--- config.mk ---
export PLATFORM = sky130hd
export DESIGN_NAME = pipe_top
export DESIGN_NICKNAME = d
export VERILOG_FILES = /design/src/verilog/core_pkg.sv /design/src/verilog/fwd_if.sv /design/src/verilog/reg_file.sv /design/src/verilog/fwd_select.sv /design/src/verilog/operand_muxes.sv /design/src/verilog/exec_unit.sv /design/src/verilog/pipe_top.sv
export SDC_FILE = /design/constraint.sdc
export NUM_CORES = 2
export LEC_CHECK = 0
export ABC_AREA = 1
export BUFFER_PORTS_ARGS = -buffer_cell sky130_fd_sc_hd__buf_2
export CORE_MARGIN = 2
export CORE_UTILIZATION = 48
export CTS_CLUSTER_SIZE = 14
export DETAILED_ROUTE_END_ITERATION = 8
export PLACE_DENSITY = 0.64
export SLEW_MARGIN = 25
export SYNTH_ARGS = -nofsm -noshare
export SYNTH_HDL_FRONTEND = slang
export SYNTH_SLANG_ARGS = --single-unit
--- constraint.sdc ---
create_clock -name clk -period 5.1 [get_ports clk]
set_input_delay 0.765 -clock clk [delete_from_list [all_inputs] [get_ports clk]]
set_output_delay 0.765 -clock clk [all_outputs]
set_load 0.01 [all_outputs]
--- src/verilog/core_pkg.sv ---
/*
 Shared widths and encodings for the integer pipeline slice
 Operand select codes run RF, IMM, EX forward, WB forward
 Operand A never selects the immediate
*/
package core_pkg;

	////////////////////////////////////////
	// Widths
	////////////////////////////////////////

	// Default datapath width
	localparam int WIDTH = 32;

	// Default register index width for 32 registers
	localparam int REG_ADDR_W = 5;

	////////////////////////////////////////
	// Encodings
	////////////////////////////////////////

	// ALU function of each instruction
	typedef enum logic [2:0] {
		OP_ADD = 3'd0,
		OP_SUB = 3'd1,
		OP_AND = 3'd2,
		OP_OR  = 3'd3,
		OP_XOR = 3'd4,
		OP_SLL = 3'd5,
		OP_SRL = 3'd6
	} alu_op_e;

	// Operand source in the ID stage
	typedef enum logic [1:0] {
		SEL_RF      = 2'd0,
		SEL_IMM     = 2'd1,
		SEL_EX_FORW = 2'd2,
		SEL_WB_FORW = 2'd3
	} opsel_e;

endpackage

--- src/verilog/fwd_if.sv ---
/*
 EX and WB stage state shared by the forwarding logic
 All signals are driven by the execute unit
 ex_result is combinational, the rest come from flops
*/
`timescale 1ns/1ps

interface fwd_if #(
	parameter int WIDTH      = core_pkg::WIDTH,
	parameter int REG_ADDR_W = core_pkg::REG_ADDR_W
);

	// EX stage
	logic                  ex_valid;
	logic [REG_ADDR_W-1:0] ex_rd;
	logic [WIDTH-1:0]      ex_result;

	// WB stage
	logic                  wb_valid;
	logic [REG_ADDR_W-1:0] wb_rd;
	logic [WIDTH-1:0]      wb_result;

	// Producer side
	modport exec (output ex_valid, ex_rd, ex_result, wb_valid, wb_rd, wb_result);

	// Hazard compare, indices only
	modport sel (input ex_valid, ex_rd, wb_valid, wb_rd);

	// Forwarded data
	modport mux (input ex_result, wb_result);

	// Register file write port
	modport rf (input wb_valid, wb_rd, wb_result);

endinterface

--- src/verilog/reg_file.sv ---
/*
 Two read ports, one write port from the WB stage
 Reads are combinational, writes land on the edge ending WB
 r0 always reads zero and is never written
*/
`timescale 1ns/1ps

module reg_file #(
	parameter int WIDTH      = core_pkg::WIDTH,
	parameter int REG_ADDR_W = core_pkg::REG_ADDR_W
) (
	input  logic                  clk,
	input  logic                  rst_n,
	input  logic [REG_ADDR_W-1:0] ra,
	input  logic [REG_ADDR_W-1:0] rb,
	output logic [WIDTH-1:0]      rf_a,
	output logic [WIDTH-1:0]      rf_b,
	fwd_if.rf                     fwd
);

	localparam int DEPTH = 1 << REG_ADDR_W;

	// Register storage
	logic [WIDTH-1:0] regs [DEPTH];

	// Write strobe, r0 excluded
	logic we;

	assign we = fwd.wb_valid && (fwd.wb_rd != '0);

	////////////////////////////////////////
	// Write port
	////////////////////////////////////////

	// Whole array cleared by reset
	always_ff @(posedge clk) begin
		if (!rst_n) begin
			for (int i = 0; i < DEPTH; i++) begin
				regs[i] <= '0;
			end
		end else if (we) begin
			regs[fwd.wb_rd] <= fwd.wb_result;
		end
	end

	////////////////////////////////////////
	// Read ports
	////////////////////////////////////////

	// r0 forced to zero on both ports
	assign rf_a = (ra == '0) ? '0 : regs[ra];
	assign rf_b = (rb == '0) ? '0 : regs[rb];

	// r0 storage stays clear however WB addresses it
	a_r0_clear: assert property (@(posedge clk) disable iff (!rst_n)
		$past(rst_n) |-> regs[0] == '0)
		else $error("reg_file: r0 was written");

endmodule

--- src/verilog/fwd_select.sv ---
/*
 Operand source selection for the instruction in ID
 EX wins over WB, a destination of r0 never matches
 The immediate overrides forwarding on operand B
*/
`timescale 1ns/1ps

module fwd_select #(
	parameter int REG_ADDR_W = core_pkg::REG_ADDR_W
) (
	input  logic                  issue,
	input  logic [REG_ADDR_W-1:0] ra,
	input  logic [REG_ADDR_W-1:0] rb,
	input  logic                  use_imm,
	output core_pkg::opsel_e      sel_a,
	output core_pkg::opsel_e      sel_b,
	fwd_if.sel                    fwd
);

	import core_pkg::*;

	// Stage holds a result that can be forwarded
	logic ex_live;
	logic wb_live;

	// Per operand hits
	logic a_ex_hit;
	logic a_wb_hit;
	logic b_ex_hit;
	logic b_wb_hit;

	assign ex_live = fwd.ex_valid && (fwd.ex_rd != '0);
	assign wb_live = fwd.wb_valid && (fwd.wb_rd != '0);

	// Only an issuing instruction looks for hazards
	assign a_ex_hit = issue && ex_live && (ra == fwd.ex_rd);
	assign a_wb_hit = issue && wb_live && (ra == fwd.wb_rd);
	assign b_ex_hit = issue && ex_live && (rb == fwd.ex_rd);
	assign b_wb_hit = issue && wb_live && (rb == fwd.wb_rd);

	always_comb begin
		// Operand A, younger stage first
		if (a_ex_hit)
			sel_a = SEL_EX_FORW;
		else if (a_wb_hit)
			sel_a = SEL_WB_FORW;
		else
			sel_a = SEL_RF;

		// Operand B, immediate before any forward
		if (issue && use_imm)
			sel_b = SEL_IMM;
		else if (b_ex_hit)
			sel_b = SEL_EX_FORW;
		else if (b_wb_hit)
			sel_b = SEL_WB_FORW;
		else
			sel_b = SEL_RF;
	end

	// Operand A has no immediate path in the mux
	always_comb begin
		assert (sel_a != SEL_IMM)
			else $error("fwd_select: operand A selected the immediate");
	end

endmodule

--- src/verilog/operand_muxes.sv ---
/*
 Operand A and B source muxes and their operand registers
 Registers load on issue and hold through bubbles
 Selects must come from fwd_select in the same cycle as issue
*/
`timescale 1ns/1ps

module operand_muxes #(
	parameter int WIDTH = core_pkg::WIDTH
) (
	input  logic             clk,
	input  logic             rst_n,
	input  logic             issue,
	input  logic [WIDTH-1:0] rf_a,
	input  logic [WIDTH-1:0] rf_b,
	input  logic [WIDTH-1:0] imm,
	input  core_pkg::opsel_e sel_a,
	input  core_pkg::opsel_e sel_b,
	output logic [WIDTH-1:0] operand_a,
	output logic [WIDTH-1:0] operand_b,
	fwd_if.mux               fwd
);

	import core_pkg::*;

	// Selected sources ahead of the registers
	logic [WIDTH-1:0] muxed_a;
	logic [WIDTH-1:0] muxed_b;

	////////////////////////////////////////
	// Source muxes
	////////////////////////////////////////

	// Operand A from the RF unless forwarded
	always_comb begin
		case (sel_a)
			SEL_EX_FORW: muxed_a = fwd.ex_result;
			SEL_WB_FORW: muxed_a = fwd.wb_result;
			default:     muxed_a = rf_a;
		endcase
	end

	// Operand B adds the immediate
	always_comb begin
		case (sel_b)
			SEL_IMM:     muxed_b = imm;
			SEL_EX_FORW: muxed_b = fwd.ex_result;
			SEL_WB_FORW: muxed_b = fwd.wb_result;
			default:     muxed_b = rf_b;
		endcase
	end

	////////////////////////////////////////
	// Operand registers
	////////////////////////////////////////

	always_ff @(posedge clk) begin
		if (!rst_n) begin
			operand_a <= '0;
			operand_b <= '0;
		end else if (issue) begin
			operand_a <= muxed_a;
			operand_b <= muxed_b;
		end
	end

	// Registered value matches the source picked last cycle
	a_a_ex: assert property (@(posedge clk) disable iff (!rst_n)
		$past(rst_n && issue && sel_a == SEL_EX_FORW)
		|-> operand_a == $past(fwd.ex_result));
	a_a_wb: assert property (@(posedge clk) disable iff (!rst_n)
		$past(rst_n && issue && sel_a == SEL_WB_FORW)
		|-> operand_a == $past(fwd.wb_result));
	a_b_imm: assert property (@(posedge clk) disable iff (!rst_n)
		$past(rst_n && issue && sel_b == SEL_IMM)
		|-> operand_b == $past(imm));
	a_b_rf: assert property (@(posedge clk) disable iff (!rst_n)
		$past(rst_n && issue && sel_b == SEL_RF)
		|-> operand_b == $past(rf_b));

endmodule

--- src/verilog/exec_unit.sv ---
/*
 EX stage ALU and WB result register
 Results leave exactly two cycles after the issue edge
 Shifts use the low five bits of operand B, add and sub wrap
*/
`timescale 1ns/1ps

module exec_unit #(
	parameter int WIDTH      = core_pkg::WIDTH,
	parameter int REG_ADDR_W = core_pkg::REG_ADDR_W
) (
	input  logic                  clk,
	input  logic                  rst_n,
	input  logic                  issue,
	input  core_pkg::alu_op_e     op,
	input  logic [REG_ADDR_W-1:0] rd,
	input  logic [WIDTH-1:0]      operand_a,
	input  logic [WIDTH-1:0]      operand_b,
	fwd_if.exec                   fwd,
	output logic                  res_valid,
	output logic [REG_ADDR_W-1:0] res_rd,
	output logic [WIDTH-1:0]      res_data
);

	import core_pkg::*;

	// EX stage control
	logic                  ex_valid_q;
	logic [REG_ADDR_W-1:0] ex_rd_q;
	alu_op_e               ex_op_q;

	// ALU
	logic [4:0]       shamt;
	logic [WIDTH-1:0] alu_out;

	// WB stage
	logic                  wb_valid_q;
	logic [REG_ADDR_W-1:0] wb_rd_q;
	logic [WIDTH-1:0]      wb_result_q;

	////////////////////////////////////////
	// EX stage
	////////////////////////////////////////

	// Captured alongside the operand registers
	always_ff @(posedge clk) begin
		if (!rst_n) begin
			ex_valid_q <= 1'b0;
			ex_rd_q    <= '0;
			ex_op_q    <= OP_ADD;
		end else begin
			ex_valid_q <= issue;
			if (issue) begin
				ex_rd_q <= rd;
				ex_op_q <= op;
			end
		end
	end

	assign shamt = operand_b[4:0];

	always_comb begin
		case (ex_op_q)
			OP_ADD:  alu_out = operand_a + operand_b;
			OP_SUB:  alu_out = operand_a - operand_b;
			OP_AND:  alu_out = operand_a & operand_b;
			OP_OR:   alu_out = operand_a | operand_b;
			OP_XOR:  alu_out = operand_a ^ operand_b;
			OP_SLL:  alu_out = operand_a << shamt;
			OP_SRL:  alu_out = operand_a >> shamt;
			default: alu_out = '0;
		endcase
	end

	////////////////////////////////////////
	// WB stage
	////////////////////////////////////////

	// Result held for one writeback cycle
	always_ff @(posedge clk) begin
		if (!rst_n) begin
			wb_valid_q  <= 1'b0;
			wb_rd_q     <= '0;
			wb_result_q <= '0;
		end else begin
			wb_valid_q <= ex_valid_q;
			if (ex_valid_q) begin
				wb_rd_q     <= ex_rd_q;
				wb_result_q <= alu_out;
			end
		end
	end

	// Stage state to the forwarding logic and register file
	assign fwd.ex_valid  = ex_valid_q;
	assign fwd.ex_rd     = ex_rd_q;
	assign fwd.ex_result = alu_out;
	assign fwd.wb_valid  = wb_valid_q;
	assign fwd.wb_rd     = wb_rd_q;
	assign fwd.wb_result = wb_result_q;

	assign res_valid = wb_valid_q;
	assign res_rd    = wb_rd_q;
	assign res_data  = wb_result_q;

	// Fixed two cycle latency, no lost or extra results
	a_latency: assert property (@(posedge clk) disable iff (!rst_n)
		issue |-> ##2 (res_valid && res_rd == $past(rd, 2)));
	a_no_ghost: assert property (@(posedge clk) disable iff (!rst_n)
		res_valid |-> $past(issue, 2));

endmodule

--- src/verilog/pipe_top.sv ---
/*
 Integer pipeline slice, ID / EX / WB
 One instruction per issue strobe, no back-pressure, no stalls
 Results appear two cycles after issue on res_*
*/
`timescale 1ns/1ps

module pipe_top #(
	parameter int WIDTH      = core_pkg::WIDTH,
	parameter int REG_ADDR_W = core_pkg::REG_ADDR_W
) (
	input  logic                  clk,
	input  logic                  rst_n,
	input  logic                  issue,
	input  core_pkg::alu_op_e     op,
	input  logic [REG_ADDR_W-1:0] rd,
	input  logic [REG_ADDR_W-1:0] ra,
	input  logic [REG_ADDR_W-1:0] rb,
	input  logic [WIDTH-1:0]      imm,
	input  logic                  use_imm,
	output logic                  res_valid,
	output logic [REG_ADDR_W-1:0] res_rd,
	output logic [WIDTH-1:0]      res_data
);

	import core_pkg::*;

	// ID stage data
	logic [WIDTH-1:0] rf_a;
	logic [WIDTH-1:0] rf_b;
	opsel_e           sel_a;
	opsel_e           sel_b;

	// EX stage operands
	logic [WIDTH-1:0] operand_a;
	logic [WIDTH-1:0] operand_b;

	// Stage state bundle
	fwd_if #(.WIDTH(WIDTH), .REG_ADDR_W(REG_ADDR_W)) u_fwd ();

	reg_file #(.WIDTH(WIDTH), .REG_ADDR_W(REG_ADDR_W)) u_reg_file (
		.clk  (clk),
		.rst_n(rst_n),
		.ra   (ra),
		.rb   (rb),
		.rf_a (rf_a),
		.rf_b (rf_b),
		.fwd  (u_fwd.rf)
	);

	fwd_select #(.REG_ADDR_W(REG_ADDR_W)) u_fwd_select (
		.issue  (issue),
		.ra     (ra),
		.rb     (rb),
		.use_imm(use_imm),
		.sel_a  (sel_a),
		.sel_b  (sel_b),
		.fwd    (u_fwd.sel)
	);

	operand_muxes #(.WIDTH(WIDTH)) u_operand_muxes (
		.clk      (clk),
		.rst_n    (rst_n),
		.issue    (issue),
		.rf_a     (rf_a),
		.rf_b     (rf_b),
		.imm      (imm),
		.sel_a    (sel_a),
		.sel_b    (sel_b),
		.operand_a(operand_a),
		.operand_b(operand_b),
		.fwd      (u_fwd.mux)
	);

	exec_unit #(.WIDTH(WIDTH), .REG_ADDR_W(REG_ADDR_W)) u_exec_unit (
		.clk      (clk),
		.rst_n    (rst_n),
		.issue    (issue),
		.op       (op),
		.rd       (rd),
		.operand_a(operand_a),
		.operand_b(operand_b),
		.fwd      (u_fwd.exec),
		.res_valid(res_valid),
		.res_rd   (res_rd),
		.res_data (res_data)
	);

endmodule

[Word-level counts from Yosys, hierarchy flattened]
Memories as Yosys holds them, arrays and structs flattened.
Index checks and enable logic that the tools add are counted.
Word-level totals
  register bits after elaboration: 111
  bits in latches: 0
  memory bits (writable): 1024
  logic and storage cells: 63
  output and inout port bits: 38
  ROM bits: 0
  memories kept: 1
Operators by class
  add/subtract/negate cells: 2
  mux-type cells: 17
  shift-type cells: 2
  multipliers: 0
  divide/modulo/power cells: 0
  equal/unequal tests: 15
  $lt $le $gt $ge: 0
  bitwise logic cells: 3
  reductions and logical operators: 15
Memory list
  u_reg_file.regs: depth 32, bits a word 32, rd ports 2, clocked after memory_dff 0, wr ports 32, line reg_file.sv:24  | logic [WIDTH-1:0] regs [DEPTH];
Operators by type and width (number)
  case mux 32 bit (7 select lines): 1
  two-way mux 32 bit: 3
  case mux 32 bit (3 select lines): 1
  case mux 32 bit (2 select lines): 1
  adder 32 bit: 1
  AND 32 bit: 1
  OR 32 bit: 1
  OR reduction 32 bit: 1
  left shift 32 x 5 -> 32 bit: 1
  >> shifter 32 x 5 -> 32 bit: 1
  subtractor 32 bit: 1
  bitwise XOR 32 bit: 1
  equality test 5 bit: 4
  logical NOT 5 bit: 2
  two-way mux 2 bit: 5
  nonzero test 5 bit: 2
  equality test 3 bit, second input constant: 3
  logical AND 1 bit: 9
  equality test 2 bit, second input constant: 4
  equality test 3 x 2 -> 1 bit, second input constant: 2
  two-way mux 1 bit: 5
  two-way mux 5 bit: 1
  equality test 3 x 1 -> 1 bit, second input constant: 1
  logical NOT 3 bit: 1
  equality test 2 x 1 -> 1 bit, second input constant: 1

[Logic depth before layout (Yosys ltp)]
  depth in word-level cells: 9
  mapped depth: 31
  depth with buffers taken out: 28

[By module]
From an unflattened synthesis, not the netlist that was laid out.
Second synthesis, totals
  cells, all modules: 9825
  area, all modules: 71143.2 µm²
Modules (own cells, without submodules)
  reg_file: seq. area each 30749.5 µm², cells an instance 7255, times used 1, area each 56653.1 µm²
  exec_unit: seq. area each 940.9 µm², cells an instance 1934, times used 1, area each 10358.7 µm²
  operand_muxes: seq. area each 1281.2 µm², cells an instance 569, times used 1, area each 3748.6 µm²
  fwd_select: seq. area each 0.0 µm², cells an instance 67, times used 1, area each 382.9 µm²

[Least setup slack after synthesis]
Ideal clock, no wire load.
  path type: flip-flop to flip-flop
  start point: reg u_operand_muxes.operand_b[1]
  end point: reg u_operand_muxes.operand_b[27]
  period minus slack after synthesis: 3.706 ns
  cell stages (with the launch flop): 28
  slack: 1.394 ns
  library setup time: 0.111 ns
  data arrival time: 3.595 ns
  cells stage by stage: dfxtp_1 -> buf_2 -> clkinv_1 -> buf_2 -> buf_2 -> ha_1 -> nand3_1 -> nor3_1 -> nand3_1 -> nor2_1 -> a21oi_1 -> a21oi_1 -> o21ai_0 -> xor2_1 -> ha_1 -> nand2_1 -> nor2_1 -> inv_1 -> nor3_1 -> nand2_1 -> nand2_1 -> nand2_1 -> nand3_1 -> nand2_1 -> nand2_1 -> nand3_1 -> nand2_1 -> inv_1
On the way
  cells in the longest elaborated chain, start to end: 3
  elaborated cells on any way between the ends: 6
  classes of those cells: add/sub (2); shift (2); mux (2)
Ends and longest elaborated chain
  from (decl): line operand_muxes.sv:20  | output logic [WIDTH-1:0] operand_b,
  from (signal assigned): line operand_muxes.sv:63  | operand_b <= muxed_b;
  subtractor 32 bit, or another cell as far along: line exec_unit.sv:65  | OP_SUB: alu_out = operand_a - operand_b;
  case mux 32 bit (7 select lines) *: line exec_unit.sv:63  | case (ex_op_q)
  case mux 32 bit (3 select lines) *: line operand_muxes.sv:45  | case (sel_b)
Mark *: on every way between the ends. The rest lies on a longest branch, timed or not.
A chain may end at the register's enable or synchronous reset.

[Worst setup path in the final report]
  start point: reg u_operand_muxes.operand_b[0]
  end point: reg u_operand_muxes.operand_a[28]
On the way
  cells in the longest elaborated chain, start to end: 3
  elaborated cells on any way between the ends: 6
  classes of those cells: add/sub (2); shift (2); mux (2)
Ends and longest elaborated chain
  subtractor 32 bit, or another cell as far along: line exec_unit.sv:65
  case mux 32 bit (7 select lines) *: line exec_unit.sv:63
  case mux 32 bit (2 select lines) *: line operand_muxes.sv:36  | case (sel_a)
  to (signal assigned): line operand_muxes.sv:62  | operand_a <= muxed_a;
  to (decl): line operand_muxes.sv:19  | output logic [WIDTH-1:0] operand_a,
Marks and branches as above.

==> summary.txt <==
status: finished, violations left
failing checks: DRC
Routed WL: 299,000 um
hold slack: 0.202 ns
Max Freq: 245 MHz
grt total ovfl: 0
DRT iter0 DRCs: 11,000
total design power: 24.4 mW
Clock Tree Buf Depth: 3
Max Slew Vio Count: 0
slew at the pin closest to its max-slew limit: 1.17 ns
Critical Path RT: 5.82 ns
most frequent cells after synthesis: 1,483 x nor2_1, 1,368 x nand2_1, 1,038 x o21ai_0
crit path max fanout: 36
TNS Setup: 0 ns
TritonCTS Sinks: 1,135
hpwl dp: 187,000 um
Seq/Total Area, Yosys: 47.9%
R2R depth: 21
minimum clock period: 4.09 ns
clk slew on worst S/H paths: 0.06 ns
Post-Synthesis Cells: 8,870
Cell Area, Synth: 0.0688 mm2
synth unique cells: 41
most frequent cell after synthesis: nor2_1
CTS tree: yes
largest net degree at the start of global routing: 181
CTS H-tree depth: 4
syn_area_per_cell: 7.76 um2
First-pass DRT Iterations: 9
DRT antenna net count: 0
WL/cell: 28.3 um
clock tree root driver cell: clkbuf_16
final setup fails: 0
Core Rows: 138
Total GRT Usage: 39.8%
Max Cap Viol: 0
initial antenna violation count: 9
placed cell count: 10,300
Power Density: 328 mW/mm2
Synth area leader: edfxtp_1
detailed-route DRC error count: 13
cts bufs inserted: 130
critical path class: flip-flop to flip-flop
Die Height: 383 um
Worst-Skew Late Latency: 0.81 ns
DR vias: 67,000
boundary pin count: 92
skew final: 0.0352 ns
global-route wire length before repair: 426,000 um
number of synthesized register bits: 1,135
Post-synth EDFFs: 1,024
CTS resizes: 0
initial core utilization: 48.5%
top cells by area, synth: edfxtp_1 45%, nor2_1 8.1%, o21ai_0 7.5%, nand2_1 7.5%, nand3_1 6.2%
Post-Layout Cell Count: 10,600
Hold Crit Depth: 3
post-CTS setup buffer count: 0
final-report hold violation count: 0
worst IR drop on VDD: 0.376 mV
Top FF cell, synth: edfxtp_1
Die W: 383 um
Synth top area share: 44.7%
number of global-route vias before repair: 62,500
core area: 0.142 mm2
Worst setup SP type: flip-flop
layout cells sized above 1: 6.19%
Via-to-Cell Ratio: 6.33
GPL Wtd Cong: 0.986
Synth async-reset ratio: 0%
RSZ-0062 raised after global routing: no
synth warn: 0
Rel. slew slack: 21.8%
crit end category: flip-flop
Hold Path Class: primary input to flip-flop
Final Net Count: 8,736
Die Area: 0.146 mm2
port buffer count: 91
Area Overhead vs Synth: 8.36%
CTS Hold Bufs: 0
post-route cell area: 0.0746 mm2
dpl cell area: 0.0706 mm2
crit share post-route: 80.1%
Arr. time, crit path: 4.81 ns
Static Leakage: 29.3 nW
[per-layer routing]
metal / vias up / routed length [um] / track usage [%]
li1: 29400 / - / -
met1: 31700 / 109000 / 51.3
met2: 4837 / 131000 / 60.7
met3: 980 / 38200 / 10.0
met4: 4 / 19800 / 23.2
met5: - / 29 / 0
[worst paths after layout]
kind | from | slack, ns | to
setup reg to reg | u_operand_muxes.operand_b[0] | 1.01 | u_operand_muxes.operand_a[28]
hold reg to reg | u_exec_unit.fwd.ex_rd[1] | 0.58 | u_exec_unit.fwd.ex_rd[1]
setup / recovery | u_operand_muxes.operand_b[0] | 1.01 | u_operand_muxes.operand_a[28]
hold / removal | rd[2] | 0.20 | u_exec_unit.fwd.ex_rd[2]
[cell families after synthesis]
logic type | count (synthesis) | synth area share, %
fa+ha+maj | 98 | 1.79
other cells | 1 | 0.00545
flops | 1135 | 47.9
compound gates | 2179 | 17.5
buf+inv | 1578 | 9.28
xor+xnor | 48 | 0.611
simple gates | 3831 | 22.9
[registers in the layout (all words and copies together), names as in the netlist]
register                   flops
u_exec_unit.fwd.wb_result     32
u_exec_unit.fwd.ex_valid       1
u_reg_file.regs             1024
u_exec_unit.fwd.wb_valid       1
u_operand_muxes.operand_a     32
u_exec_unit.fwd.wb_rd          5
u_exec_unit.ex_op_q            3
u_exec_unit.fwd.ex_rd          5
u_operand_muxes.operand_b     32
[per-stage QoR]
| step | utilization, % | setup WS (ns) |
|---|---|---|
| floorplan | - | 1.39 |
| global placement | 49.7 | 0.988 |
| detailed placement | 49.7 | 1.00 |
| CTS | 52.6 | 1.01 |
| global route | 52.6 | 0.507 |
| finish | 52.6 | 1.01 |
[worst max-delay path, cell delays in order, from the launching register on]
cell and delay [ns]:
dfxtp_1 0.31, inv_2 0.06, buf_4 0.39, nand3_1 0.25, nor2_1 0.29, nand2_1 0.13, inv_1 0.10, nand3_1 0.11
o21ai_0 0.27, xor2_1 0.24, ha_1 0.32, a21oi_1 0.24, nand2_1 0.12, a21oi_1 0.28, nor2_1 0.13, nor2_1 0.14
nand2_1 0.06, nand2_1 0.05, nand3_1 0.13, nand2_1 0.16, nand2_1 0.06, a21oi_1 0.17
[layout make-up]
cell class / count / area, um2
fillers: 13600 / 67300
well taps: 1890 / 2360
inverters: 832 / 3140
repair buffers: 297 / 2400
clock buffers: 174 / 3500
flip-flops and latches: 1135 / 33000
multi-input cells: 6188 / 29700
clock inverters: 59 / 504
diodes: 1 / 2.50
[where the power goes]
part	switching (mW)	leakage [nW]	total [mW]	internal, mW
clock network	4.06	1.95	9.08	5.02
logic	3.43	15.9	4.55	1.12
registers	0.317	11.5	10.8	10.5
[cell usage in the layout (no fill, tap or decap), types with 17 or more instances in the layout]
master	count
clkinv_1	38
nand2_2	31
edfxtp_1	1024
o21ai_0	1038
buf_2	82
nand2_1	1337
nand3b_1	17
nor2_1	1480
conb_1	32
o211ai_1	412
ha_1	97
xor2_1	36
o21ai_1	43
dfxtp_1	109
clkbuf_1	37
inv_1	804
nor3_1	23
nand4_1	53
buf_12	27
a21oi_1	643
nand3_1	853
buf_4	183
clkbuf_16	131
No activity file was read; power rests on OpenSTA's default activity.
